[config.mk]
export PLATFORM = sky130hd
export DESIGN_NAME = wb_gpio_regs
export DESIGN_NICKNAME = d
export VERILOG_FILES = /design/src/verilog/iob_wb_pkg.sv /design/src/verilog/wb_gpio_regs.sv
export VERILOG_INCLUDE_DIRS = /design/src /design/src/verilog
export SDC_FILE = /design/constraint.sdc
export NUM_CORES = 1
export LEC_CHECK = 0
export CAP_MARGIN = 20
export CORE_MARGIN = 5
export CORE_UTILIZATION = 50
export DETAILED_ROUTE_END_ITERATION = 10
export DONT_BUFFER_PORTS = 1
export GPL_TIMING_DRIVEN = 0
export PLACE_DENSITY = 0.66
export SYNTH_ARGS = -nofsm -noshare
export SYNTH_HDL_FRONTEND = slang
export SYNTH_SLANG_ARGS = --single-unit
[constraint.sdc]
create_clock -name clk_i -period 3.8 [get_ports clk_i]
set_clock_uncertainty 0.15 [all_clocks]
set_input_delay 1.14 -clock clk_i [delete_from_list [all_inputs] [get_ports clk_i]]
set_output_delay 1.14 -clock clk_i [all_outputs]
set_load 0.02 [all_outputs]
[src/verilog/iob_wb_consts.svh]
`ifndef IOB_WB_CONSTS_SVH
`define IOB_WB_CONSTS_SVH

// Bus widths.
`define ADDR_W 32
`define DATA_W 32
`define STRB_W 4

// Bytes enabled in a read select mask.
`define READ_BYTES 4

// Address map. Bit SLV_SEL_BIT picks SRAM (0) or GPIO (1).
`define SLV_SEL_BIT 12
`define SRAM_AW 8

// GPIO block.
`define GPIO_W 32
`define GPIO_OUT_OFS 0
`define GPIO_IN_OFS 4

`endif

[src/verilog/iob_wb_pkg.sv]
`default_nettype none

`include "iob_wb_consts.svh"

package iob_wb_pkg;

    typedef logic [`ADDR_W-1:0] addr_t;
    typedef logic [`DATA_W-1:0] data_t;
    typedef logic [`STRB_W-1:0] strb_t;
    typedef logic [`GPIO_W-1:0] gpio_t;

    // Master to slave.
    typedef struct packed {
        logic  cyc;
        logic  stb;
        logic  we;
        strb_t sel;
        addr_t addr;
        data_t data;
    } wb_req_t;

    // Slave to master.
    typedef struct packed {
        logic  ack;
        data_t data;
    } wb_rsp_t;

    typedef enum logic [1:0] {
        ST_IDLE,
        ST_WAIT,
        ST_RESP
    } bridge_state_t;

endpackage

`default_nettype wire

[src/verilog/wb_gpio_regs.sv]
`default_nettype none

`include "iob_wb_consts.svh"

module wb_gpio_regs import iob_wb_pkg::*; (
    input  wire logic    clk_i,
    input  wire logic    arst_n_i,
    input  wire wb_req_t wb_req_i,
    output wb_rsp_t      wb_rsp_o,
    input  wire gpio_t   gpio_i,
    output gpio_t        gpio_o
);

    logic [`SLV_SEL_BIT-1:0] reg_ofs;

    logic  go;
    logic  wait_q;
    logic  ack_q;
    logic  commit;
    data_t rd_word;
    data_t rdata_q;

    gpio_t out_q;
    gpio_t sync1_q;
    gpio_t sync2_q;

    assign reg_ofs = {wb_req_i.addr[`SLV_SEL_BIT-1:2], 2'b00};
    assign go      = wb_req_i.cyc && wb_req_i.stb && !ack_q;
    assign commit  = go && wait_q;                       // Second strobe cycle.

    //------------------------------------------------------------------------
    // Wait state and acknowledge
    //------------------------------------------------------------------------
    always_ff @(posedge clk_i or negedge arst_n_i) begin
        if (!arst_n_i) begin
            wait_q <= 1'b0;
            ack_q  <= 1'b0;
        end else begin
            wait_q <= go && !wait_q;
            ack_q  <= commit;
        end
    end

    //------------------------------------------------------------------------
    // Registers
    //------------------------------------------------------------------------
    always_ff @(posedge clk_i or negedge arst_n_i) begin
        if (!arst_n_i) begin
            out_q   <= '0;
            sync1_q <= '0;
            sync2_q <= '0;
        end else begin
            sync1_q <= gpio_i;
            sync2_q <= sync1_q;
            if (commit && wb_req_i.we && reg_ofs == `GPIO_OUT_OFS) begin
                for (int b = 0; b < `STRB_W; b++) begin
                    if (wb_req_i.sel[b]) out_q[8*b +: 8] <= wb_req_i.data[8*b +: 8];
                end
            end
        end
    end

    always_comb begin
        rd_word = '0;                                    // Unmapped offsets.
        if (reg_ofs == `GPIO_OUT_OFS) rd_word = out_q;
        else if (reg_ofs == `GPIO_IN_OFS) rd_word = sync2_q;
    end

    always_ff @(posedge clk_i) begin
        if (commit && !wb_req_i.we) rdata_q <= rd_word;
    end

    assign wb_rsp_o.ack  = ack_q;
    assign wb_rsp_o.data = rdata_q;
    assign gpio_o        = out_q;

endmodule

`default_nettype wire

# Word level (Yosys, flattened, before mapping)
# Index checks and enable logic that the tools add are counted.
[op_classes] n_reduce_logical=15 muxes=2 eq_ne=1
[ops] operator="32-bit 2-to-1 mux" n=2
[ops] operator="12-bit logical NOT" n=1
[ops] operator="10-bit by 1-bit == test with 1-bit output, second input constant" n=1
[ops] operator="2-bit AND reduction" n=4
[ops] operator="1-bit logical AND" n=7
[ops] operator="1-bit logical NOT" n=3
[word_totals] word_cells=27 ff_bits=130 out_inout_bits=65 input_bits=105

# Depth between registers and ports, before layout
[depth] depth_word=6 depth_mapped=6 mapped_depth_nobuf=4

# Worst setup path before layout
# Ideal clock, no wire load.
[synth_path] path_type="input to register" start="in wb_req_i[69] in the netlist's numbering" end="reg rdata_q[0], enable pin" n_path_buf=0 path_stages=2 t_required_ps=3229 arrival_time_ps=2675 setup_ps=421 slack_ps=554 path_cell_list="nand4b_1 -> nor2_1"
[synth_between] elab_chain_len=4
[synth_rtl] item="from (decl)" line="wb_gpio_regs.sv:8" source="input wire wb_req_t wb_req_i,"
[synth_rtl] item="1-bit logical AND (2 in a row)" line="wb_gpio_regs.sv:28" source="assign go = wb_req_i.cyc && wb_req_i.stb && !ack_q;"
[synth_rtl] item="1-bit logical AND" line="wb_gpio_regs.sv:29" source="assign commit = go && wait_q;"
[synth_rtl] item="1-bit logical AND" line="wb_gpio_regs.sv:70" source="if (commit && !wb_req_i.we) rdata_q <= rd_word;"
[synth_rtl] item="to (signal assigned)" line="wb_gpio_regs.sv:70"
[synth_rtl] item="to (decl)" line="wb_gpio_regs.sv:21" source="data_t rdata_q;"
# No other way between the ends.
# A chain may end at the register's enable or synchronous reset.

# Worst setup path in the final report
[layout_path] start="in wb_req_i[43] in the netlist's numbering" end="reg out_q[21], in the netlist gpio_o[21]"
[layout_between] elab_chain_len=3
[layout_rtl] item="12-bit logical NOT (no line)"
[layout_rtl] item="1-bit logical AND (no line)"
[layout_rtl] item="2-bit AND reduction (no line)"
[layout_rtl] item="to (signal, indexed assignment)" line="wb_gpio_regs.sv:57" source="if (wb_req_i.sel[b]) out_q[8*b +: 8] <= wb_req_i.data[8*b +: 8];"
[layout_rtl] item="to (decl)" line="wb_gpio_regs.sv:23" source="gpio_t out_q;"
# No other way between the ends.

==> impl_metrics.ini <==
[status]
status = finished clean

[clock_network]
cts_resized = 0
cts_tree = done
clk_path_buf_depth = 2
insertion_delay_ns = 0.50
numCtsBuffers = 17
path_clk_slew_ns = 0.06
cts_sinks = 130
root_buffer = clkbuf_8
htreeDepth = 4
holdBufCountCts = 0
post_cts_buffers = 0

[run]
max_cap_viol_count = 0

[final_layout]
fin_cells = 355
final_nets = 342
fin_area_sq_mm = 0.005060
drive_gt1_share_pct = 32.40
syn_to_final_growth_pct = 18.45
seq_area_sq_mm = 0.003413
utilization_pct = 61.27
fillers = 610
multiInputGateArea_sq_um = 774.5
diodes = 0

[yosys]
synthXorXnorAreaFrac_pct = 0
synth_ff_type = dfrtp_1
synth_fa_ha_area_share_pct = 0
async_reset_ff_share_pct = 75.38
ys_ff_latch = 130
yosys_warnings = 0
synth_cell_type_count = 18
synth_top_area_cell = dfrtp_1
yosys.area_share.simple_pct = 2.958
muxShareOfSynthArea_pct = 8.436
synth_area_per_cell_sq_um = 19.68
synth_nets = 322
synth_top_area_share_pct = 57.41
synth_top_family_by_area = multiplexers
synth_compound_area_share_pct = 6.561
syn-cell-area_sq_mm = 0.004272
synth_area_leaders = dfrtp_1 (57%), edfxtp_1 (22%), mux2_2 (8.4%)
synth_edf_count = 32
synth_seq_area_share_pct = 79.91
yosysMostFrequentCell = dfrtp_1
synth_common_cells = dfrtp_1 (98), a22o_1 (32), edfxtp_1 (32), mux2_2 (32), buf_6 (6)
netlist_instances = 217

[worst_setup_path]
r2r_slack_ns = 1.60
critical_path_buf_inv_count = 0
criticalPathCategory = in2reg
critPathCaptureType = register
cp_data_required_time_ns = 4.04
worst_path_max_delay_cell = or4_4
crit_family = simple AND/OR/NAND/NOR gates
worstReg2RegStart = ack_q
cpPeakStageDelay_ns = 0.52
crit_chain = or4_4 -> nor4_4 -> nand3_2 -> mux2_2
crit_fanout = 8
cp.arrival_ns = 2.89
crit_path_start_kind = primary input
startpoint = wb_req_i[43]

[power_and_ir_drop]
ir_worst_vdd_uv = 397.7
power_density_mw_per_mm2 = 622.2
switching_share_pct = 19.03
clkPwrFrac_pct = 52.5
power_frac_comb_pct = 0.3
p_leak_nw = 2.131
seqPwrFrac_pct = 47.2
power.total_mw = 3.148
intPower_mw = 2.549
p_switching_uw = 599.2

[global_routing]
top_usage_layer = met2
grt_max_degree = 99
grt_usage_pct = 16.11
overflow = 0
met3_usage_pct = 7.577
grt_use_met1_pct = 18.97
grtUsageMet2_pct = 25.42
grt_pass1_wl_microns = 11910
grt_pass1_vias = 2156
antenna_found_initial = 0

[floorplan]
io_pins = 170
core_sq_mm = 0.008258
die_h_microns = 102.4
die_w_microns = 102.4
initial_utilization_pct = 51.73
rows = 33
die_area_sq_mm = 0.01049

[drt]
drtAntennaViolNets = 0
first_pass_iters = 4
wl_microns = 7906
viasPerCell = 5.456
drtIter0Drc = 65
wl_per_cell_microns = 22.27
drc = 0
via_count = 1937

[timing]
finalWorstSetupSlack_ns = 1.146
tightest_slew_ns = 0.5187
fin_crit_sh_pct = 69.85
finalSetupViolCount = 0
fmax_mhz = 376.8
hold_viol_final = 0
final_max_slew_viol_count = 0
rsz0062_at_grt = false
fin_crit_ns = 2.654
slew-limit-headroom_pct = 65.16

[min_path]
holdCritPathClass = in2async

[placed_design]
dpl_cell_area_sq_mm = 0.004438
post-place-ws_ns = 0.5671
finalWeightedCongestion = 0.6978
portBuffers = 0
hpwl_microns = 5396
dp.cells = 323
## final cells by class
type	instances	share of cell area (%)
clock inverters	11	2.992
repair buffers	1	0.5440
multi-input cells	77	15.31
well taps	105	2.596
inverters	1	0.07418
plain buffers	9	1.731
clock buffers	21	9.298
flip-flops and latches	130	67.46
## cells in the final DEF, fill, tap and decap left out, types with 3 or more instances in the layout
| master | count |
|---|---|
| mux2_2 | 32 |
| clkbuf_8 | 3 |
| bufinv_16 | 3 |
| buf_6 | 6 |
| clkinvlp_4 | 4 |
| dfrtp_1 | 98 |
| edfxtp_1 | 32 |
| nand3_2 | 4 |
| a22o_1 | 32 |
| clkbuf_16 | 17 |
## worst reg2reg max path: cells and delay by family, from the launching register on
kind	cells	cell delay, ns
and+or+nand+nor	3	1.18
DFF	1	0.39
muxes	1	0.37
## sequential cells by signal, summed over array words and instances, names as in the netlist
name,count
rdata_q,32
sync1_q,32
sync2_q,32
ack_q,1
gpio_o,32
wait_q,1
## power groups by stage
stage,Clock [mW],Sequential [mW],Combinational (mW)
6_report,1.65,1.49,0.00836
5_1_grt,1.75,1.49,0.00893
4_1_cts,1.69,1.49,0.00854
3_5_place_dp,0,1.51,0.00852
3_3_place_gp,0,1.51,0.00730
2_1_floorplan,0,1.51,0.00598
## layer usage
metal  vias to the layer above  wire length, microns
met3                        10                   700
met1                      1003                  2957
li1                        840                     -
met5                         -                     0
met2                        84                  4142
met4                         0                   106
## cells by family after synthesis
logic type      count (synthesis)
buf+inv                        10
mux                            32
flops                         130
simple gates                   13
compound gates                 32
## path summary, 6_finish.rpt
| path | endpoint | cells after the start |
|---|---|---|
| max in group asynchronous | sync1_q[23] | 0 |
| hold / removal | sync1_q[24] | 0 |
| min in group clk_i | sync2_q[23] | 0 |
| setup reg to reg | gpio_o[21] | 4 |
| hold reg to reg | sync2_q[23] | 0 |
| setup / recovery | gpio_o[21] | 4 |
## per-stage QoR
| stage | hold WS (ns) | TNS [ns] |
|---|---|---|
| floorplan | 0.1812 | 0 |
| global placement | 0.1811 | -13.56 |
| detailed placement | 0.1858 | 0 |
| CTS | 0.1521 | 0 |
| global route | 0.1460 | 0 |
| finish | 0.1846 | 0 |
No activity file was read; power rests on OpenSTA's default activity.
