--- src/verilog/iob_wb_consts.svh ---
`ifndef IOB_WB_CONSTS_SVH
`define IOB_WB_CONSTS_SVH

// Bus widths.
`define ADDR_W 32
`define DATA_W 32
`define STRB_W 4

// Bytes enabled in a read select mask.
`define READ_BYTES 4

// Address map. Bit SLV_SEL_BIT picks SRAM (0) or GPIO (1).
`define SLV_SEL_BIT 12
`define SRAM_AW 8

// GPIO block.
`define GPIO_W 32
`define GPIO_OUT_OFS 0
`define GPIO_IN_OFS 4

`endif

--- src/verilog/iob_wb_pkg.sv ---
`default_nettype none

`include "iob_wb_consts.svh"

package iob_wb_pkg;

    typedef logic [`ADDR_W-1:0] addr_t;
    typedef logic [`DATA_W-1:0] data_t;
    typedef logic [`STRB_W-1:0] strb_t;
    typedef logic [`GPIO_W-1:0] gpio_t;

    // Master to slave.
    typedef struct packed {
        logic  cyc;
        logic  stb;
        logic  we;
        strb_t sel;
        addr_t addr;
        data_t data;
    } wb_req_t;

    // Slave to master.
    typedef struct packed {
        logic  ack;
        data_t data;
    } wb_rsp_t;

    typedef enum logic [1:0] {
        ST_IDLE,
        ST_WAIT,
        ST_RESP
    } bridge_state_t;

endpackage

`default_nettype wire

--- src/verilog/wb_slave_mux.sv ---
`default_nettype none

`include "iob_wb_consts.svh"

module wb_slave_mux import iob_wb_pkg::*; (
    input  wire wb_req_t wb_req_i,
    output wb_rsp_t      wb_rsp_o,
    output wb_req_t      sram_req_o,
    input  wire wb_rsp_t sram_rsp_i,
    output wb_req_t      gpio_req_o,
    input  wire wb_rsp_t gpio_rsp_i
);

    logic sel_gpio;

    assign sel_gpio = wb_req_i.addr[`SLV_SEL_BIT];

    // Both slaves see the payload. Only one sees the cycle.
    always_comb begin
        sram_req_o     = wb_req_i;
        sram_req_o.cyc = wb_req_i.cyc && !sel_gpio;
        sram_req_o.stb = wb_req_i.stb && !sel_gpio;

        gpio_req_o     = wb_req_i;
        gpio_req_o.cyc = wb_req_i.cyc && sel_gpio;
        gpio_req_o.stb = wb_req_i.stb && sel_gpio;
    end

    always_comb begin
        if (sel_gpio) wb_rsp_o = gpio_rsp_i;
        else wb_rsp_o = sram_rsp_i;
    end

endmodule

`default_nettype wire

--- config.mk ---
export PLATFORM = sky130hd
export DESIGN_NAME = wb_slave_mux
export DESIGN_NICKNAME = d
export VERILOG_FILES = /design/src/verilog/iob_wb_pkg.sv /design/src/verilog/wb_slave_mux.sv
export VERILOG_INCLUDE_DIRS = /design/src /design/src/verilog
export SDC_FILE = /design/constraint.sdc
export NUM_CORES = 1
export LEC_CHECK = 0
export BUFFER_PORTS_ARGS = -buffer_cell sky130_fd_sc_hd__buf_4
export CAP_MARGIN = 20
export CORE_AREA = 8 8 116 118
export DETAILED_ROUTE_END_ITERATION = 8
export DIE_AREA = 0 0 124 126
export MAX_ROUTING_LAYER = met4
export PLACE_DENSITY_LB_ADDON = 0.08
export SYNTH_ARGS = -nofsm -noshare
export SYNTH_HDL_FRONTEND = slang
export SYNTH_SLANG_ARGS = --single-unit
--- constraint.sdc ---
create_clock -name vclk -period 1.15
set_clock_uncertainty 0.05 [all_clocks]
set_input_delay 0.23 -clock vclk [all_inputs]
set_output_delay 0.23 -clock vclk [all_outputs]
set_load 0.005 [all_outputs]
# [After elaboration in Yosys (flattened, before gate mapping)]
# Index checks and enable logic that the tools add are counted.
[word_totals] ff_bits=0 input_bits=137
[classes] mux=1 reduce_logical=5
[ops] operator="two-way mux 33 bit" n=1
[ops] operator="logical AND 1 bit" n=4
[ops] operator="logical NOT 1 bit" n=1

# [Longest topological paths before layout]
# Gate-level depths: netlist of run 1.
[depth] depth_word=2 depth_mapped=3 mapped_depth_nobuf=1

# [Worst setup path after synthesis of run 1]
# No wires, ideal clock.
[synth_timing] path_type="input -> output" from="input wb_req_i[44] (netlist bit)" to="output wb_rsp_o[25] (netlist bit)" t_arrival_ns=0.817 slack_ns=0.053 stages=3 n_path_buf=2 cell_sequence="buf_6 -> buf_6 -> mux2_4"
[synth_lines] item="from (decl)" line="wb_slave_mux.sv:6" rtl="input wire wb_req_t wb_req_i,"
[synth_lines] item="to (decl)" line="wb_slave_mux.sv:7" rtl="output wb_rsp_t wb_rsp_o,"

==> results.toml, run 1 <==
[placement]
place_congestion = 0.608
dpl_cell_area_mm2 = 0.00153
portBuffers = 108
dpl_worst_slack_ns = -0.158
dp.cells = 294

[logic_synthesis]
synth_cell_types = 7
synth_nets = 316
synth.area.top_cells = "buf_4, mux2_4, mux2_2"
syn_avg_cell_area_um2 = 8.90
seq_area_frac_synth_pct = 0
synth_warnings = 0
syn_inst = 179
synth_top_cell_by_area = "buf_4"
syn_area_mm2 = 0.00159
yosysTopAreaCellShare_pct = 65.0

[global_route]
antenna_found_initial = 0
grt_pass1_wl_mm = 6.23
grt_usage_pct = 5.37
grt_pass1_vias = 1081
grt_max_degree = 10
overflow = 0

[timing]
rsz0062_at_grt = "true"
timing.final.crit_share_pct = 107
layout_min_cycle_time_ns = 1.24
setup_violations = 33
slew_viol_final = 0
hold_viol_final = 0
worstMarginPinSlew_ns = 0.118
maxSlewHeadroom_pct = 92.1
fin_hold_ws_ns = 0.410
max_freq_ghz = 0.809
worst_slack_ns = -0.0859

[detailed_routing]
drcViolationCount = 0
wl_met2_mm = 2.36
drt-total-wl_mm = 4.83
wl_met3_um = 633
ant_nets = 0
first_iter_violations = 6
via_per_inst = 3.01
maxUsedRoutingLayer = "met4"
drt_pass1_iterations = 3
met1_length_mm = 1.47
vias = 903
avgRoutedWirePerCell_um = 16.1

[final_layout]
nets = 292
antenna_cells = 0
nClkBuffers = 0
area_delta_synth_final_pct = 16.8
fill_cells = 1337
layout-drive-gt1-share_pct = 98.0
register_area_um2 = 0
multi_input_area_um2 = 528
layout_commonest_cell = "buf_4"
fin_area_mm2 = 0.00186
instances_no_fill = 300
layout_common_cells = "buf_4, buf_6, mux2_4"
seq_cells = 0

[die]
die_w_um = 124
start_util_pct = 13.6
ios = 312
core_mm2 = 0.0117
rows = 40
die-area_mm2 = 0.0156
die_y_um = 126

[setup_path]
critPathKind = "in2out"
cp-end-kind = "primary output"
crit_required_ns = 0.87
cp.arrival_ns = 0.96
critPathMaxFanout = 7
cp-start-kind = "input port"

[hold_path]
min_to = "gpio_req_o[20]"
hold_path_class = "in2out"
min_from = "wb_req_i[20]"
holdPathStages = 0

[run_status]
violations = "negative setup slack"
status = "finished, violations left"

[flow_run]
cap_viol_max_count = 0

[power_and_ir_drop]
p_total_uw = 722
seqPwrFrac_pct = 0
swShare_pct = 26.8
power_switching_uw = 194
combPwrFrac_pct = 100.0
power.density_mw_per_mm2 = 388
intPower_uw = 528
p_clk_share_pct = 0
peakVddDrop_mv = 0.0906
p_leak_nw = 0.945
repair_timing:
item	in CTS	in global routing
resized for setup	49	4
endpoints found under the setup margin	33	34
gates cloned	4	1
hold buffers	0	0
buffers inserted	1	0
worst max path at each step:
stage,endpoint,slack (ns),start,depth (start not counted)
finish,wb_rsp_o[16],-0.09,wb_req_i[44],4
floorplan,wb_rsp_o[25],0.05,wb_req_i[44],3
global route,wb_rsp_o[16],-0.11,wb_req_i[44],4
detailed placement,wb_rsp_o[0],-0.16,wb_req_i[44],4
global placement,wb_rsp_o[2],-0.16,wb_req_i[44],4
CTS,wb_rsp_o[5],-0.1,wb_req_i[44],4
per-stage QoR:
step / TNS, ns / utilization, %
3_5_place_dp: -4.34 / 13.1
4_1_cts: -2.69 / 15.5
2_1_floorplan: 0 / -
5_1_grt: -3.06 / 15.9
3_3_place_gp: -4.48 / 13.1
6_report: -2.24 / 15.9
kinds of logic (layout without fill, tap and decap cells):
| kind of cell | after synthesis | count (layout) | share of synthesized area (%) |
|---|---|---|---|
| muxes | 33 | 33 | 29.5 |
| and+or+nand+nor | 4 | 4 | 1.57 |
| buffers and inverters | 142 | 116 | 69.0 |
cells in the mapped netlist, drive strengths merged:
cell type / instances
and2: 2
buf: 142
mux2: 33
nor2b: 2
worst max-delay path, cell delays in order:
cell and delay, ns:
buf_16 0.14, clkbuf_16 0.16, mux2_4 0.30, buf_6 0.12
per-layer routing:
layer,track usage [%],up-vias
met5,-,-
met2,9.31,89
li1,-,384
met1,4.77,375
met3,1.61,55
met4,4.13,0
layout make-up:
cell class	count	area share, %
Multi-Input combinational cell	37	28.4
Timing Repair Buffer	116	61.7
Tap cell	147	9.89
power by group through the flow:
stage	combinational (mW)	clock (mW)	sequential, mW
after floorplan	0.603	0	0
after global placement	0.576	0	0
after detailed placement	0.571	0	0
after CTS	0.727	0	0
after global routing	0.767	0	0
final	0.722	0	0
(Power assumes the default switching activity.)
==> inputs of run 2 (changes only) <==
--- a/config.mk
+++ b/config.mk
@@ -8,9 +8,10 @@
 export LEC_CHECK = 0
 export BUFFER_PORTS_ARGS = -buffer_cell sky130_fd_sc_hd__buf_4
 export CAP_MARGIN = 20
-export CORE_AREA = 8 8 116 118
+export CORE_AREA = 8 8 115 117
 export DETAILED_ROUTE_END_ITERATION = 8
-export DIE_AREA = 0 0 124 126
+export DIE_AREA = 0 0 123 125
+export GPL_TIMING_DRIVEN = 0
 export MAX_ROUTING_LAYER = met4
 export PLACE_DENSITY_LB_ADDON = 0.08
 export SYNTH_ARGS = -nofsm -noshare
==> constraint.sdc (replaced) <==
create_clock -name vclk -period 1.5
set_clock_uncertainty 0.05 [all_clocks]
set_input_delay 0.3 -clock vclk [all_inputs]
set_output_delay 0.3 -clock vclk [all_outputs]
set_load 0.005 [all_outputs]
==> run 2 against run 1 <==
  * The run now ends clean
  * Hold slack improved by 0.31 ns
  * Power rose by 42%
  * Wire length rose by 69%
  * Flip-flop and latch count did not move
  * Non-clock buffer count rose by 269
  * Count of clock-buffer cells in the layout did not move
  * Setup slack improved by 0.15 ns
==> results.toml, run 2 (synthesis results as in run 1) <==
[detailed_routing]
avgRoutedWirePerCell_um = 14.3
via_per_inst = 3.25
drt_pass1_iterations = 2
first_iter_violations = 22
vias = 1848
ant_nets = 0
drcViolationCount = 0
drt-total-wl_mm = 8.15

[setup_path]
crit_end = "wb_rsp_o[29]"
cp-start-kind = "input port"
critPathKind = "in2out"
cp.arrival_ns = 1.09
crit_start = "wb_req_i[44]"
cp-end-kind = "primary output"
critPathMaxFanout = 10
crit_required_ns = 1.15

[clock_network]
cts_hold_buf = 0
ctsResizeCount = 0
post_cts_buffers = 0

[final_layout]
seq_cells = 0
layout-drive-gt1-share_pct = 99.1
layout_common_cells = "buf_4, mux2_4, mux2_2"
antenna_cells = 0
nets = 561
instances_no_fill = 569
area_delta_synth_final_pct = 126
postLayoutCoreUtil_pct = 31.0
nClkBuffers = 0
layout_commonest_cell = "buf_4"
fill_cells = 1257
register_area_um2 = 0

[global_route]
gr-usage-met2_pct = 19.9
antenna_found_initial = 0
grt_usage_pct = 9.22
met1_usage_pct = 7.30
use_met3_pct = 3.29
grt.busiest_layer = "met2"
grt_pass1_wl_mm = 11.0
grt_max_degree = 11
grt_pass1_vias = 2001
overflow = 0

[timing]
maxSlewHeadroom_pct = 91.2
tns_ns = 0
rsz0062_at_grt = "false"
fin_hold_ws_ns = 0.716
setup_violations = 0
timing.final.crit_share_pct = 95.8
worstMarginPinSlew_ns = 0.132
max_freq_ghz = 0.696
slew_viol_final = 0
hold_viol_final = 0
layout_min_cycle_time_ns = 1.44

[die]
rows = 40
die-area_mm2 = 0.0154
start_util_pct = 13.7
die_y_um = 125
ios = 312
die_w_um = 123
core_mm2 = 0.0116

[run_status]
status = "finished clean"

[placement]
dp.cells = 569
portBuffers = 243
dp_hpwl_mm = 7.70
place_congestion = 0.714

[power_and_ir_drop]
peakVddDrop_mv = 0.0970
p_leak_nw = 2.11
power.density_mw_per_mm2 = 284

[hold_path]
hold_path_class = "in2out"

[flow_run]
cap_viol_max_count = 0
-- run 2: cell count changes in the layout (fill, tap and decap cells not counted), sizes merged --
cell    change
buf       +270
clkbuf      -1
-- run 2: metrics by stage --
| step | total power, mW | setup WS (ns) | area, µm² |
|---|---|---|---|
| global placement | 1.05 | 0.0607 | 3600 |
| global route | 1.10 | 0.0253 | 3600 |
| floorplan | 0.462 | 0.263 | 1590 |
| detailed placement | 1.05 | 0.0450 | 3600 |
| finish | 1.02 | 0.0637 | 3600 |
| CTS | 1.05 | 0.0477 | 3600 |
-- run 2: worst min path at each step --
stage / startpoint / to / slack, ns / depth (start not counted)
floorplan: wb_req_i[0] / gpio_req_o[0] / 0.63 / 1
global placement: wb_req_i[51] / sram_req_o[51] / 0.72 / 2
detailed placement: wb_req_i[26] / gpio_req_o[26] / 0.72 / 2
CTS: wb_req_i[41] / gpio_req_o[41] / 0.72 / 2
global route: wb_req_i[59] / sram_req_o[59] / 0.72 / 2
finish: wb_req_i[36] / sram_req_o[36] / 0.72 / 2
-- run 2: cell type report --
type | count | area, µm² | area share [%]
multi-input cells | 37 | 494 | 13.7
plain buffers | 142 | 1100 | 30.5
repair buffers | 243 | 1820 | 50.7
well taps | 147 | 184 | 5.11
-- run 2: routing by layer --
| layer | part of all wire [%] | routed length [µm] | up-vias |
|---|---|---|---|
| met3 | 15 | 1260 | 0 |
| met4 | 0 | 0 | 0 |
| met5 | 0 | 0 | - |
| met2 | 58 | 4720 | 155 |
| met1 | 27 | 2170 | 778 |
| li1 | - | - | 915 |
-- run 2: worst max-delay path, cell delays in order --
cell    delay [ns]
buf_6         0.15
buf_6         0.18
mux2_4        0.31
buf_4         0.14
-- run 2: power breakdown --
| part | switching (mW) | internal [mW] |
|---|---|---|
| Combinational | 0.270 | 0.754 |
| Clock | 0 | 0 |
| Sequential | 0 | 0 |
