===== src/verilog/iob_wb_consts.svh =====
`ifndef IOB_WB_CONSTS_SVH
`define IOB_WB_CONSTS_SVH

// Bus widths.
`define ADDR_W 32
`define DATA_W 32
`define STRB_W 4

// Bytes enabled in a read select mask.
`define READ_BYTES 4

// Address map. Bit SLV_SEL_BIT picks SRAM (0) or GPIO (1).
`define SLV_SEL_BIT 12
`define SRAM_AW 8

// GPIO block.
`define GPIO_W 32
`define GPIO_OUT_OFS 0
`define GPIO_IN_OFS 4

`endif


===== src/verilog/iob_wb_pkg.sv =====
`default_nettype none

`include "iob_wb_consts.svh"

package iob_wb_pkg;

    typedef logic [`ADDR_W-1:0] addr_t;
    typedef logic [`DATA_W-1:0] data_t;
    typedef logic [`STRB_W-1:0] strb_t;
    typedef logic [`GPIO_W-1:0] gpio_t;

    // Master to slave.
    typedef struct packed {
        logic  cyc;
        logic  stb;
        logic  we;
        strb_t sel;
        addr_t addr;
        data_t data;
    } wb_req_t;

    // Slave to master.
    typedef struct packed {
        logic  ack;
        data_t data;
    } wb_rsp_t;

    typedef enum logic [1:0] {
        ST_IDLE,
        ST_WAIT,
        ST_RESP
    } bridge_state_t;

endpackage

`default_nettype wire


===== src/verilog/iob2wb_bridge.sv =====
`default_nettype none

`include "iob_wb_consts.svh"

module iob2wb_bridge import iob_wb_pkg::*; (
    input  wire logic    clk_i,
    input  wire logic    arst_n_i,

    // IOb side.
    input  wire logic    iob_avalid_i,
    input  wire addr_t   iob_address_i,
    input  wire data_t   iob_wdata_i,
    input  wire strb_t   iob_wstrb_i,
    output logic         iob_rvalid_o,
    output data_t        iob_rdata_o,
    output logic         iob_ready_o,

    // Wishbone side.
    output wb_req_t      wb_req_o,
    input  wire wb_rsp_t wb_rsp_i
);

    localparam strb_t RB_MASK = strb_t'({`READ_BYTES{1'b1}});

    bridge_state_t state_q;
    bridge_state_t state_d;

    logic  start;
    logic  in_we;
    strb_t in_sel;

    addr_t addr_q;
    data_t wdata_q;
    strb_t sel_q;
    logic  we_q;

    logic  ready_q;
    logic  rvalid_q;
    data_t rdata_q;

    //------------------------------------------------------------------------
    // Request decode
    //------------------------------------------------------------------------
    assign start  = (state_q == ST_IDLE) && iob_avalid_i;
    assign in_we  = |iob_wstrb_i;                          // Any strobe bit is a write.
    assign in_sel = in_we ? iob_wstrb_i : strb_t'(RB_MASK << iob_address_i[1:0]);

    always_comb begin
        state_d = state_q;
        case (state_q)
            ST_IDLE: if (iob_avalid_i) state_d = ST_WAIT;
            ST_WAIT: if (wb_rsp_i.ack) state_d = ST_RESP;
            default: state_d = ST_IDLE;
        endcase
    end

    always_ff @(posedge clk_i or negedge arst_n_i) begin
        if (!arst_n_i) begin
            state_q <= ST_IDLE;
        end else begin
            state_q <= state_d;
        end
    end

    // Latched copies drive the bus after the first cycle.
    always_ff @(posedge clk_i) begin
        if (start) begin
            addr_q  <= iob_address_i;
            wdata_q <= iob_wdata_i;
            sel_q   <= in_sel;
            we_q    <= in_we;
        end
    end

    //------------------------------------------------------------------------
    // Wishbone request
    //------------------------------------------------------------------------
    always_comb begin
        wb_req_o.cyc  = start || (state_q == ST_WAIT);
        wb_req_o.stb  = start || (state_q == ST_WAIT); // Low in ST_RESP.
        wb_req_o.we   = (state_q == ST_IDLE) ? in_we : we_q;
        wb_req_o.sel  = (state_q == ST_IDLE) ? in_sel : sel_q;
        wb_req_o.addr = (state_q == ST_IDLE) ? iob_address_i : addr_q;
        wb_req_o.data = (state_q == ST_IDLE) ? iob_wdata_i : wdata_q;
    end

    //------------------------------------------------------------------------
    // IOb response
    //------------------------------------------------------------------------
    always_ff @(posedge clk_i or negedge arst_n_i) begin
        if (!arst_n_i) begin
            ready_q  <= 1'b0;
            rvalid_q <= 1'b0;
        end else begin
            ready_q  <= (state_q == ST_WAIT) && wb_rsp_i.ack;
            rvalid_q <= (state_q == ST_WAIT) && wb_rsp_i.ack && !we_q;
        end
    end

    always_ff @(posedge clk_i) begin
        if (wb_rsp_i.ack) rdata_q <= wb_rsp_i.data;
    end

    assign iob_ready_o  = ready_q;
    assign iob_rvalid_o = rvalid_q;
    assign iob_rdata_o  = rdata_q;

endmodule

`default_nettype wire


===== config.mk =====
export PLATFORM = sky130hd
export DESIGN_NAME = iob2wb_bridge
export DESIGN_NICKNAME = d
export VERILOG_FILES = /design/src/verilog/iob_wb_pkg.sv /design/src/verilog/iob2wb_bridge.sv
export VERILOG_INCLUDE_DIRS = /design/src /design/src/verilog
export SDC_FILE = /design/constraint.sdc
export NUM_CORES = 1
export LEC_CHECK = 0
export BUFFER_PORTS_ARGS = -buffer_cell sky130_fd_sc_hd__buf_2
export CAP_MARGIN = 20
export CORE_UTILIZATION = 39
export DETAILED_ROUTE_END_ITERATION = 12
export PLACE_DENSITY = 0.81
export SYNTH_ARGS = -nofsm -noshare
export SYNTH_HDL_FRONTEND = slang
export SYNTH_SLANG_ARGS = --single-unit

===== constraint.sdc =====
create_clock -name clk_i -period 9 [get_ports clk_i]
set_input_delay 1.8 -clock clk_i [delete_from_list [all_inputs] [get_ports clk_i]]
set_output_delay 1.8 -clock clk_i [all_outputs]
set_load 0.01 [all_outputs]

# After elaboration in Yosys (flattened, before gate mapping)
# Index checks and enable logic that the tools add are counted.
[word_totals] ff_bits=105 latch_bits=0 mem_bits_rw=0 mem_bits_ro=0 inputBits=104 wordCells=28 n_memories=0
[op_classes] add_sub_neg=0 n_mul=0 div_mod_pow=0 magnitude_cmp=0 eq_ne=3 shifts=1 mux=8 bitwise_logic=0 reduce_logical=8
[ops] operator="32-bit 2-to-1 mux" count=2
[ops] operator="4-bit 2-to-1 mux" count=2
[ops] operator="2-bit 2-to-1 mux" count=2
[ops] operator="2-bit != test, second input constant" count=2
[ops] operator="2-bit case mux with 2 select lines" count=1
[ops] operator="4-bit OR reduction" count=1
[ops] operator="4-bit by 2-bit << shifter with 4-bit output, first input constant" count=1
[ops] operator="1-bit logical AND" count=3
[ops] operator="2-bit by 1-bit equality test with 1-bit output, second input constant" count=1
[ops] operator="2-bit logical NOT" count=1
[ops] operator="2-bit AND reduction" count=1
[ops] operator="1-bit logical NOT" count=1
[ops] operator="1-bit logical OR" count=1
[ops] operator="1-bit 2-to-1 mux" count=1

# Longest topological paths before layout
# Gate-level depths: netlist of run 1.
[logic_depth] ltp_word=3 depth_mapped=3

# Worst setup path after synthesis of run 1
# No wires, ideal clock.
[synth_timing] kind="input-to-output" startpoint="input iob_wstrb_i[0]" endpoint="output wb_req_o[68] (netlist name)" t_arrival_ns=2.591 required_ns=7.200 setup_slack_ns=4.609 cell_stages=2 cell_sequence="or4_4 -> mux2_4"
[synth_lines] item="from (decl)" line="iob2wb_bridge.sv:13" text="input wire strb_t iob_wstrb_i,"
[synth_lines] item="to (decl)" line="iob2wb_bridge.sv:19" text="output wb_req_t wb_req_o,"

==> results of run 1 <==
[power by group through the flow]
stage | clock [mW] | sequential [mW] | combinational, mW
after global placement | 0 | 0.647 | 0.459
after detailed placement | 0 | 0.649 | 0.468
after global routing | 0.317 | 0.646 | 0.496
after floorplan | 0 | 0.653 | 0.289
final | 0.294 | 0.638 | 0.463
after CTS | 0.304 | 0.640 | 0.470
[cell families after synthesis]
kind of cell	synth area share, %
AOI/OAI and AO/OA	0.616
buffers and inverters	1.14
DFF	77.1
muxes	19.2
and+or+nand+nor	1.97
[state kept, by name, summed over array words and instances, names as in the netlist]
name,cells
sel_q,4
iob_rvalid_o,1
iob_rdata_o,32
we_q,1
state_q,2
iob_ready_o,1
wdata_q,32
addr_q,32
[layer usage]
metal | vias to the layer above | global-route usage, % | wire length, µm
li1 | 1215 | - | -
met1 | 1249 | 19.3 | 3550
met2 | 122 | 27.7 | 4550
met3 | 9 | 4.14 | 557
met4 | 0 | 6.43 | 127
met5 | - | 0 | 0
[stage by stage]
stage / instance area [µm²] / cells / utilization (%) / power, mW
after floorplan: 4070 / 201 / - / 0.942
after global placement: 5250 / 536 / 52.8 / 1.11
after detailed placement: 5250 / 536 / 52.8 / 1.12
after CTS: 5450 / 552 / 54.8 / 1.41
after global routing: 5450 / 552 / 54.8 / 1.46
final: 5450 / 552 / 54.8 / 1.39
[how the worst max path moves through the flow]
stage	slack (ns)	start	end	cells after the start
after CTS	4.31	iob_wstrb_i[0]	wb_req_o[68]	4
after floorplan	4.61	iob_wstrb_i[0]	wb_req_o[68]	2
after global routing	4.20	iob_address_i[0]	wb_req_o[66]	5
after detailed placement	4.31	iob_wstrb_i[0]	wb_req_o[68]	4
final	4.32	iob_wstrb_i[0]	wb_req_o[68]	4
after global placement	4.32	iob_wstrb_i[0]	wb_req_o[68]	4
[worst register-to-register path: stages, from the launching register on]
cell and delay, ns:
sky130_fd_sc_hd__dfrtp_1 0.46, sky130_fd_sc_hd__nor2_4 0.11, sky130_fd_sc_hd__buf_4 0.68, sky130_fd_sc_hd__and2_2 0.29, sky130_fd_sc_hd__buf_4 0.68
[final cells by class]
cell class	instances	area (µm²)	area share (%)
clock buffer	9	124	2.27
multi-input combinational	87	892	16.4
timing repair buffer	210	1060	19.4
inverter	1	3.75	0.0688
sequential	105	3130	57.5
clock inverter	7	77.6	1.42
tap	133	166	3.05
[cells in the final DEF, fill, tap and decap left out]
cell	netlist	final
sky130_fd_sc_hd__a2111oi_0	1	1
sky130_fd_sc_hd__a21o_1	1	1
sky130_fd_sc_hd__a21o_2	1	1
sky130_fd_sc_hd__and2_1	2	1
sky130_fd_sc_hd__and2_2	0	1
sky130_fd_sc_hd__buf_2	7	208
sky130_fd_sc_hd__buf_4	1	2
sky130_fd_sc_hd__bufinv_16	0	1
sky130_fd_sc_hd__clkbuf_8	0	9
sky130_fd_sc_hd__clkinv_2	0	2
sky130_fd_sc_hd__clkinv_4	0	2
sky130_fd_sc_hd__dfrtp_1	4	4
sky130_fd_sc_hd__edfxtp_1	101	101
sky130_fd_sc_hd__inv_1	1	1
sky130_fd_sc_hd__inv_6	0	1
sky130_fd_sc_hd__inv_8	0	1
sky130_fd_sc_hd__mux2_2	68	68
sky130_fd_sc_hd__mux2_4	1	1
sky130_fd_sc_hd__nand2_1	1	1
sky130_fd_sc_hd__nor2_1	5	5
sky130_fd_sc_hd__nor2_4	0	1
sky130_fd_sc_hd__nor3_1	3	3
sky130_fd_sc_hd__or2_2	2	2
sky130_fd_sc_hd__or4_4	1	1
==> results.md, run 1 <==
* Delay contributed by the slowest stage of the critical path at 0.54 ns
* DR WL/cell at 15.9 µm
* Final weighted congestion in routability-driven placement at 0.742
* Die area at 0.0108 mm²
* TNS Setup at 0 ns
* Top flip-flop cell by instance count after synthesis: sky130_fd_sc_hd__edfxtp_1
* Peak VDD IR at 0.124 mV
* Cell leakage power at 2.27 nW
* Register-to-Register Setup Slack at 6.34 ns
* Initial antenna violation count at 0
* Critical Path RT at 7.20 ns
* Fraction of final layout cells sized beyond drive strength 1 at 71.8%
* Fraction of power spent switching nets at 30.1%
* Maximum number of buffers from clock root to sink at 2
* Share of power burned in combinational logic at 33.2%
* Worst setup skew after layout at 0.00828 ns
* Routed wire length at 8780 µm
* Clock latency reported for the late side of the worst-skew pair at 0.35 ns
* Finish-stage setup viols at 0
* Dominant cell type by count on the critical path: sky130_fd_sc_hd__buf_2
* Effective utilization at floorplan at 40.8%
* Via count of the first global-routing pass at 2535
* Remaining design rule violation count at 0
* Category of the worst setup path capture point: output port
* ANT nets after route at 0
* Synth area leaders: sky130_fd_sc_hd__edfxtp_1 (75%), sky130_fd_sc_hd__mux2_2 (19%), sky130_fd_sc_hd__dfrtp_1 (2.5%)
* Post-CTS Repair Setup Buffers at 0
* Number of max-capacitance violations reported at 0
* Largest net degree at the start of global routing at 71
* Clk slew on worst S/H paths at 0.10 ns
* Depth of the worst hold-timing path at 1
* Top cell type by total area after synthesis: sky130_fd_sc_hd__edfxtp_1
* Tightest slew margin relative to the limit at 39.7%
* Number of nets in the layout at 518
* Hold violation total from the final report at 0
* Core Region at 0.00995 mm²
* Wire length of the first global-routing pass at 13400 µm
* Diodes inserted at 0
* Switching component of the power at 0.420 mW
* Count of distinct cell types in the synthesized netlist at 17
* Clock period minus worst slack at 4.68 ns
* Resized Gates After CTS at 0
* Hold buffers post-CTS at 0
* Area share of the largest cell type after synthesis at 74.6%
* Async S/R FF share, synth at 3.81%
* Vias per cell at 4.70
* Total routing resource utilization after global routing at 16.1%
* Startpoint of the lowest-slack register-to-register path: state_q[1]$_DFFE_PN0P_
* CTS tree: done
* Startpoint of the most critical hold path: we_q$_DFFE_PP_
* Mapped Nets at 305
* Dominant cell by count in the synthesized netlist: sky130_fd_sc_hd__edfxtp_1
* Share of the yosys chip area belonging to registers at 77.1%
* Worst path top cell family by delay: simple AND/OR/NAND/NOR gates
* Number of H-tree branching levels at 3
* Synth top cells by count: sky130_fd_sc_hd__edfxtp_1 (101), sky130_fd_sc_hd__mux2_2 (68), sky130_fd_sc_hd__buf_2 (7)
* Terminus of the critical flop-to-flop path: addr_q[15]$_DFFE_PP_
* Critical Path Slowest Stage Cell: sky130_fd_sc_hd__or4_4
* Worst-path maximum fanout at 5
* Total grt overflow at 0
* Hold EP: iob_rvalid_o$_DFF_PN0_
* Signed area change from the synthesized netlist to the final layout at 34.1%
* Final HPWL from detailed placement at 6320 µm
* Seq cells post-synth at 105
* Worst setup slack before clock tree synthesis at 4.31 ns
* Status: completed
* Share of power burned in registers at 45.8%
* # clock sinks at 105
* Row cnt at 36
* Worst min-delay path class: reg2reg
* Cell count of the worst reg-to-reg path at 4
* Share of power burned in the clock network at 21.1%
* Crit path launch type: primary input
* Critical-path cell list: buf_2, or4_4, mux2_4, buf_2
* WP data arrival at 2.88 ns
* Maximum operating frequency at 213 MHz
* Worst setup path category: in2out
* EDFF count, synth at 101
* Post-synthesis instance area at 0.00407 mm²
* Via count at 2595
* Number of top-level design ports at 209
* Vert. Die Dim at 104 µm
* Power per cell area at 256 mW/mm²
* Root Driver: sky130_fd_sc_hd__clkbuf_8
* Warning count from the yosys run at 0
* PortBufs at 208
* Cell-internal power at 0.975 mW
* Syn_area_per_cell at 20.2 µm²
* Total CTS buffers at 9
* Final Max Slew Viols at 0
* Final critical-path share of the clock period at 52.1%
* First drt pass iteration count at 4
* Unrepaired setup endpoints after global routing: no
* WHS at 0.484 ns
* Total of fill cells in the finished design at 831
* Combined buffer and inverter count along the critical path at 2
* Cells after synthesis at 201
* Worst Max-Slew Pin Slew at 0.904 ns
* X dimension of the die at 104 µm
* Setup WS post-layout at 4.32 ns
* Initial DRC Count at 104
(Power assumes the default switching activity.)
==> run 2: changes to the inputs <==
==> constraint.sdc (replaced) <==
create_clock -name clk_i -period 4.43 [get_ports clk_i]
set_input_delay 0.886 -clock clk_i [delete_from_list [all_inputs] [get_ports clk_i]]
set_output_delay 0.886 -clock clk_i [all_outputs]
set_load 0.01 [all_outputs]
==> run 2 against run 1 <==
  * Sequential power increased by 100%
  * Register-to-register slack got worse by 4.7 ns
  * Sequential share of layout area decreased by 0.092 points
  * First-iteration DRC count decreased by 30%
  * Design area increased by 0.16%
  * Routed wire length decreased by 3.0%
  * Core utilization increased by 0.088 points
  * Die area unchanged
  * Combinational power increased by 110%
  * Critical path depth unchanged
  * Critical path type is now reg2out
  * Critical endpoint is now wb_req_o[67]
==> results.md, run 2 (synthesis results as in run 1) <==
* Status: completed
* Final weighted congestion in routability-driven placement at 0.758 (+2.1%)
* Resized Gates After CTS at 0 (unchanged)
* PortBufs at 208 (unchanged)
* Wire length of the first global-routing pass at 13500 µm (+0.51%)
* Crit path launch type: flop
* Number of H-tree branching levels at 3 (unchanged)
* TNS Setup at 0 ns (unchanged)
* Root Driver: sky130_fd_sc_hd__clkbuf_8
* Post-Layout Cell Count at 552 (unchanged)
* Row cnt at 36 (unchanged)
* Diodes inserted at 0 (unchanged)
* Total power at 2.81 mW (+100%)
* Cell leakage power at 2.26 nW (-0.10%)
* Worst min-delay path class: in2async
* Power per cell area at 515 mW/mm² (+100%)
* First drt pass iteration count at 5 (+1)
* Number of top-level design ports at 209 (unchanged)
* Core Region at 0.00995 mm² (unchanged)
* Tightest slew margin relative to the limit at 41.3% (+1.6 points)
* Final Max Slew Viols at 0 (unchanged)
* Leading cell types in the layout, fill and taps excluded: sky130_fd_sc_hd__buf_2 (208), sky130_fd_sc_hd__edfxtp_1 (101), sky130_fd_sc_hd__mux2_2 (68)
* Clk slew on worst S/H paths at 0.11 ns (about the same)
* Hold buffers post-CTS at 0 (unchanged)
* Critical Path Slowest Stage Cell: sky130_fd_sc_hd__nor2_4
* WP data arrival at 2.33 ns (-0.55 ns)
* WHS at 0.308 ns (-0.176 ns)
* Number of placed instances with taps included at 536 (unchanged)
* Routed wire length at 8510 µm (-3.0%)
* Maximum number of buffers from clock root to sink at 2 (unchanged)
* Signed area change from the synthesized netlist to the final layout at 34.3%
* Critical Path RT at 3.54 ns (-3.66 ns)
* ANT nets after route at 0 (unchanged)
* Effective utilization at floorplan at 40.8% (unchanged)
* Total grt overflow at 0 (unchanged)
* X dimension of the die at 104 µm (unchanged)
* Category of the worst setup path capture point: output port
* Via count at 2566 (-1.1%)
* Vias per cell at 4.65 (-1.1%)
* Worst setup skew after layout at 0.0134 ns (+0.00512 ns)
* Finish-stage setup viols at 0 (unchanged)
* Final HPWL from detailed placement at 6370 µm (+0.74%)
* Total routing resource utilization after global routing at 16.2% (+0.048 points)
* Largest net degree at the start of global routing at 43 (-39%)
* Fraction of final layout cells sized beyond drive strength 1 at 71.6% (-0.24 points)
* Worst setup path category: reg2out
* Final critical-path share of the clock period at 72.7%
* Total of fill cells in the finished design at 800 (-3.7%)
* Via count of the first global-routing pass at 2574 (+1.5%)
* Initial DRC Count at 73 (-30%)
* Maximum operating frequency at 311 MHz
* Vert. Die Dim at 104 µm (unchanged)
* Total CTS buffers at 9 (unchanged)
* Number of max-capacitance violations reported at 0 (unchanged)
* # clock sinks at 105 (unchanged)
* Worst Max-Slew Pin Slew at 0.878 ns (-0.0263 ns)
* Delay contributed by the slowest stage of the critical path at 0.69 ns (+0.15 ns)
* Remaining design rule violation count at 0 (unchanged)
* DR WL/cell at 15.4 µm (-3.0%)
* Unrepaired setup endpoints after global routing: no
* Worst-path maximum fanout at 42 (+37)
* Number of nets in the layout at 518 (unchanged)
* Critical-path cell list: nor2_4, buf_12, mux2_2, buf_2
* Clock latency reported for the late side of the worst-skew pair at 0.36 ns (about the same)
* Peak VDD IR at 0.192 mV (+55%)
* Post-CTS Repair Setup Buffers at 0 (unchanged)
* CTS tree: done
* Initial antenna violation count at 0 (unchanged)
* Hold violation total from the final report at 0 (unchanged)
* Leading cell type in the layout, fill and taps excluded: sky130_fd_sc_hd__buf_2
* Die area at 0.0108 mm² (unchanged)
* Clock period minus worst slack at 3.22 ns
[run 2: cell types whose count changed in the layout (fill, tap and decap cells not counted), sizes merged]
cell / previous run / this run
bufinv: 1 / 0
clkbuf: 9 / 10
inv: 3 / 5
clkinv: 4 / 2
[run 2: area by class of cell]
| class | instances | area, µm² | area share (%) |
|---|---|---|---|
| clock buffers | 10 | 128 | 2.34 |
| clock inverters | 6 | 57.6 | 1.05 |
| multi-input cells | 87 | 892 | 16.3 |
| well taps | 133 | 166 | 3.05 |
| repair buffers | 210 | 1080 | 19.8 |
| inverters | 1 | 3.75 | 0.0687 |
| flip-flops and latches | 105 | 3130 | 57.4 |
[run 2: worst paths after layout]
check	start	to	slack (ns)	cells after the start
max	state_q[1]$_DFFE_PN0P_	wb_req_o[67]	1.21	4
min	arst_n_i	iob_ready_o$_DFF_PN0_	0.31	1
max reg2reg	state_q[1]$_DFFE_PN0P_	wdata_q[4]$_DFFE_PP_	1.63	4
min reg2reg	we_q$_DFFE_PP_	iob_rvalid_o$_DFF_PN0_	0.46	1
max in group asynchronous	arst_n_i	state_q[0]$_DFFE_PN0P_	3.99	1
min in group clk_i	we_q$_DFFE_PP_	iob_rvalid_o$_DFF_PN0_	0.46	1
[run 2: routing by layer]
layer / wire [µm] / GRT usage (%) / vias up
li1: - / - / 1210
met1: 3510 / 19.8 / 1223
met2: 4350 / 27.6 / 126
met3: 562 / 4.14 / 7
met4: 83 / 5.82 / 0
met5: 0 / 0 / -
[run 2: power by group]
part / leakage, nW / internal, mW / switching, mW / total (mW)
clock network: 0.0953 / 0.219 / 0.342 / 0.561
registers: 1.01 / 1.25 / 0.0396 / 1.29
logic: 1.16 / 0.473 / 0.487 / 0.959
total: 2.26 / 1.95 / 0.868 / 2.81
[run 2: critical path, delay by kind of cell (launching register included)]
kind | cells | cell delay (ns)
and+or+nand+nor | 1 | 0.69
DFF | 1 | 0.45
buffers and inverters | 2 | 0.46
muxes | 1 | 0.36
[run 2: metrics by stage]
stage	utilization (%)	setup WS, ns	area [µm²]
after floorplan	-	1.49	4070
after global placement	53.0	1.57	5280
after detailed placement	53.0	1.57	5280
after CTS	54.9	1.13	5460
after global routing	54.9	1.04	5460
final	54.9	1.21	5460
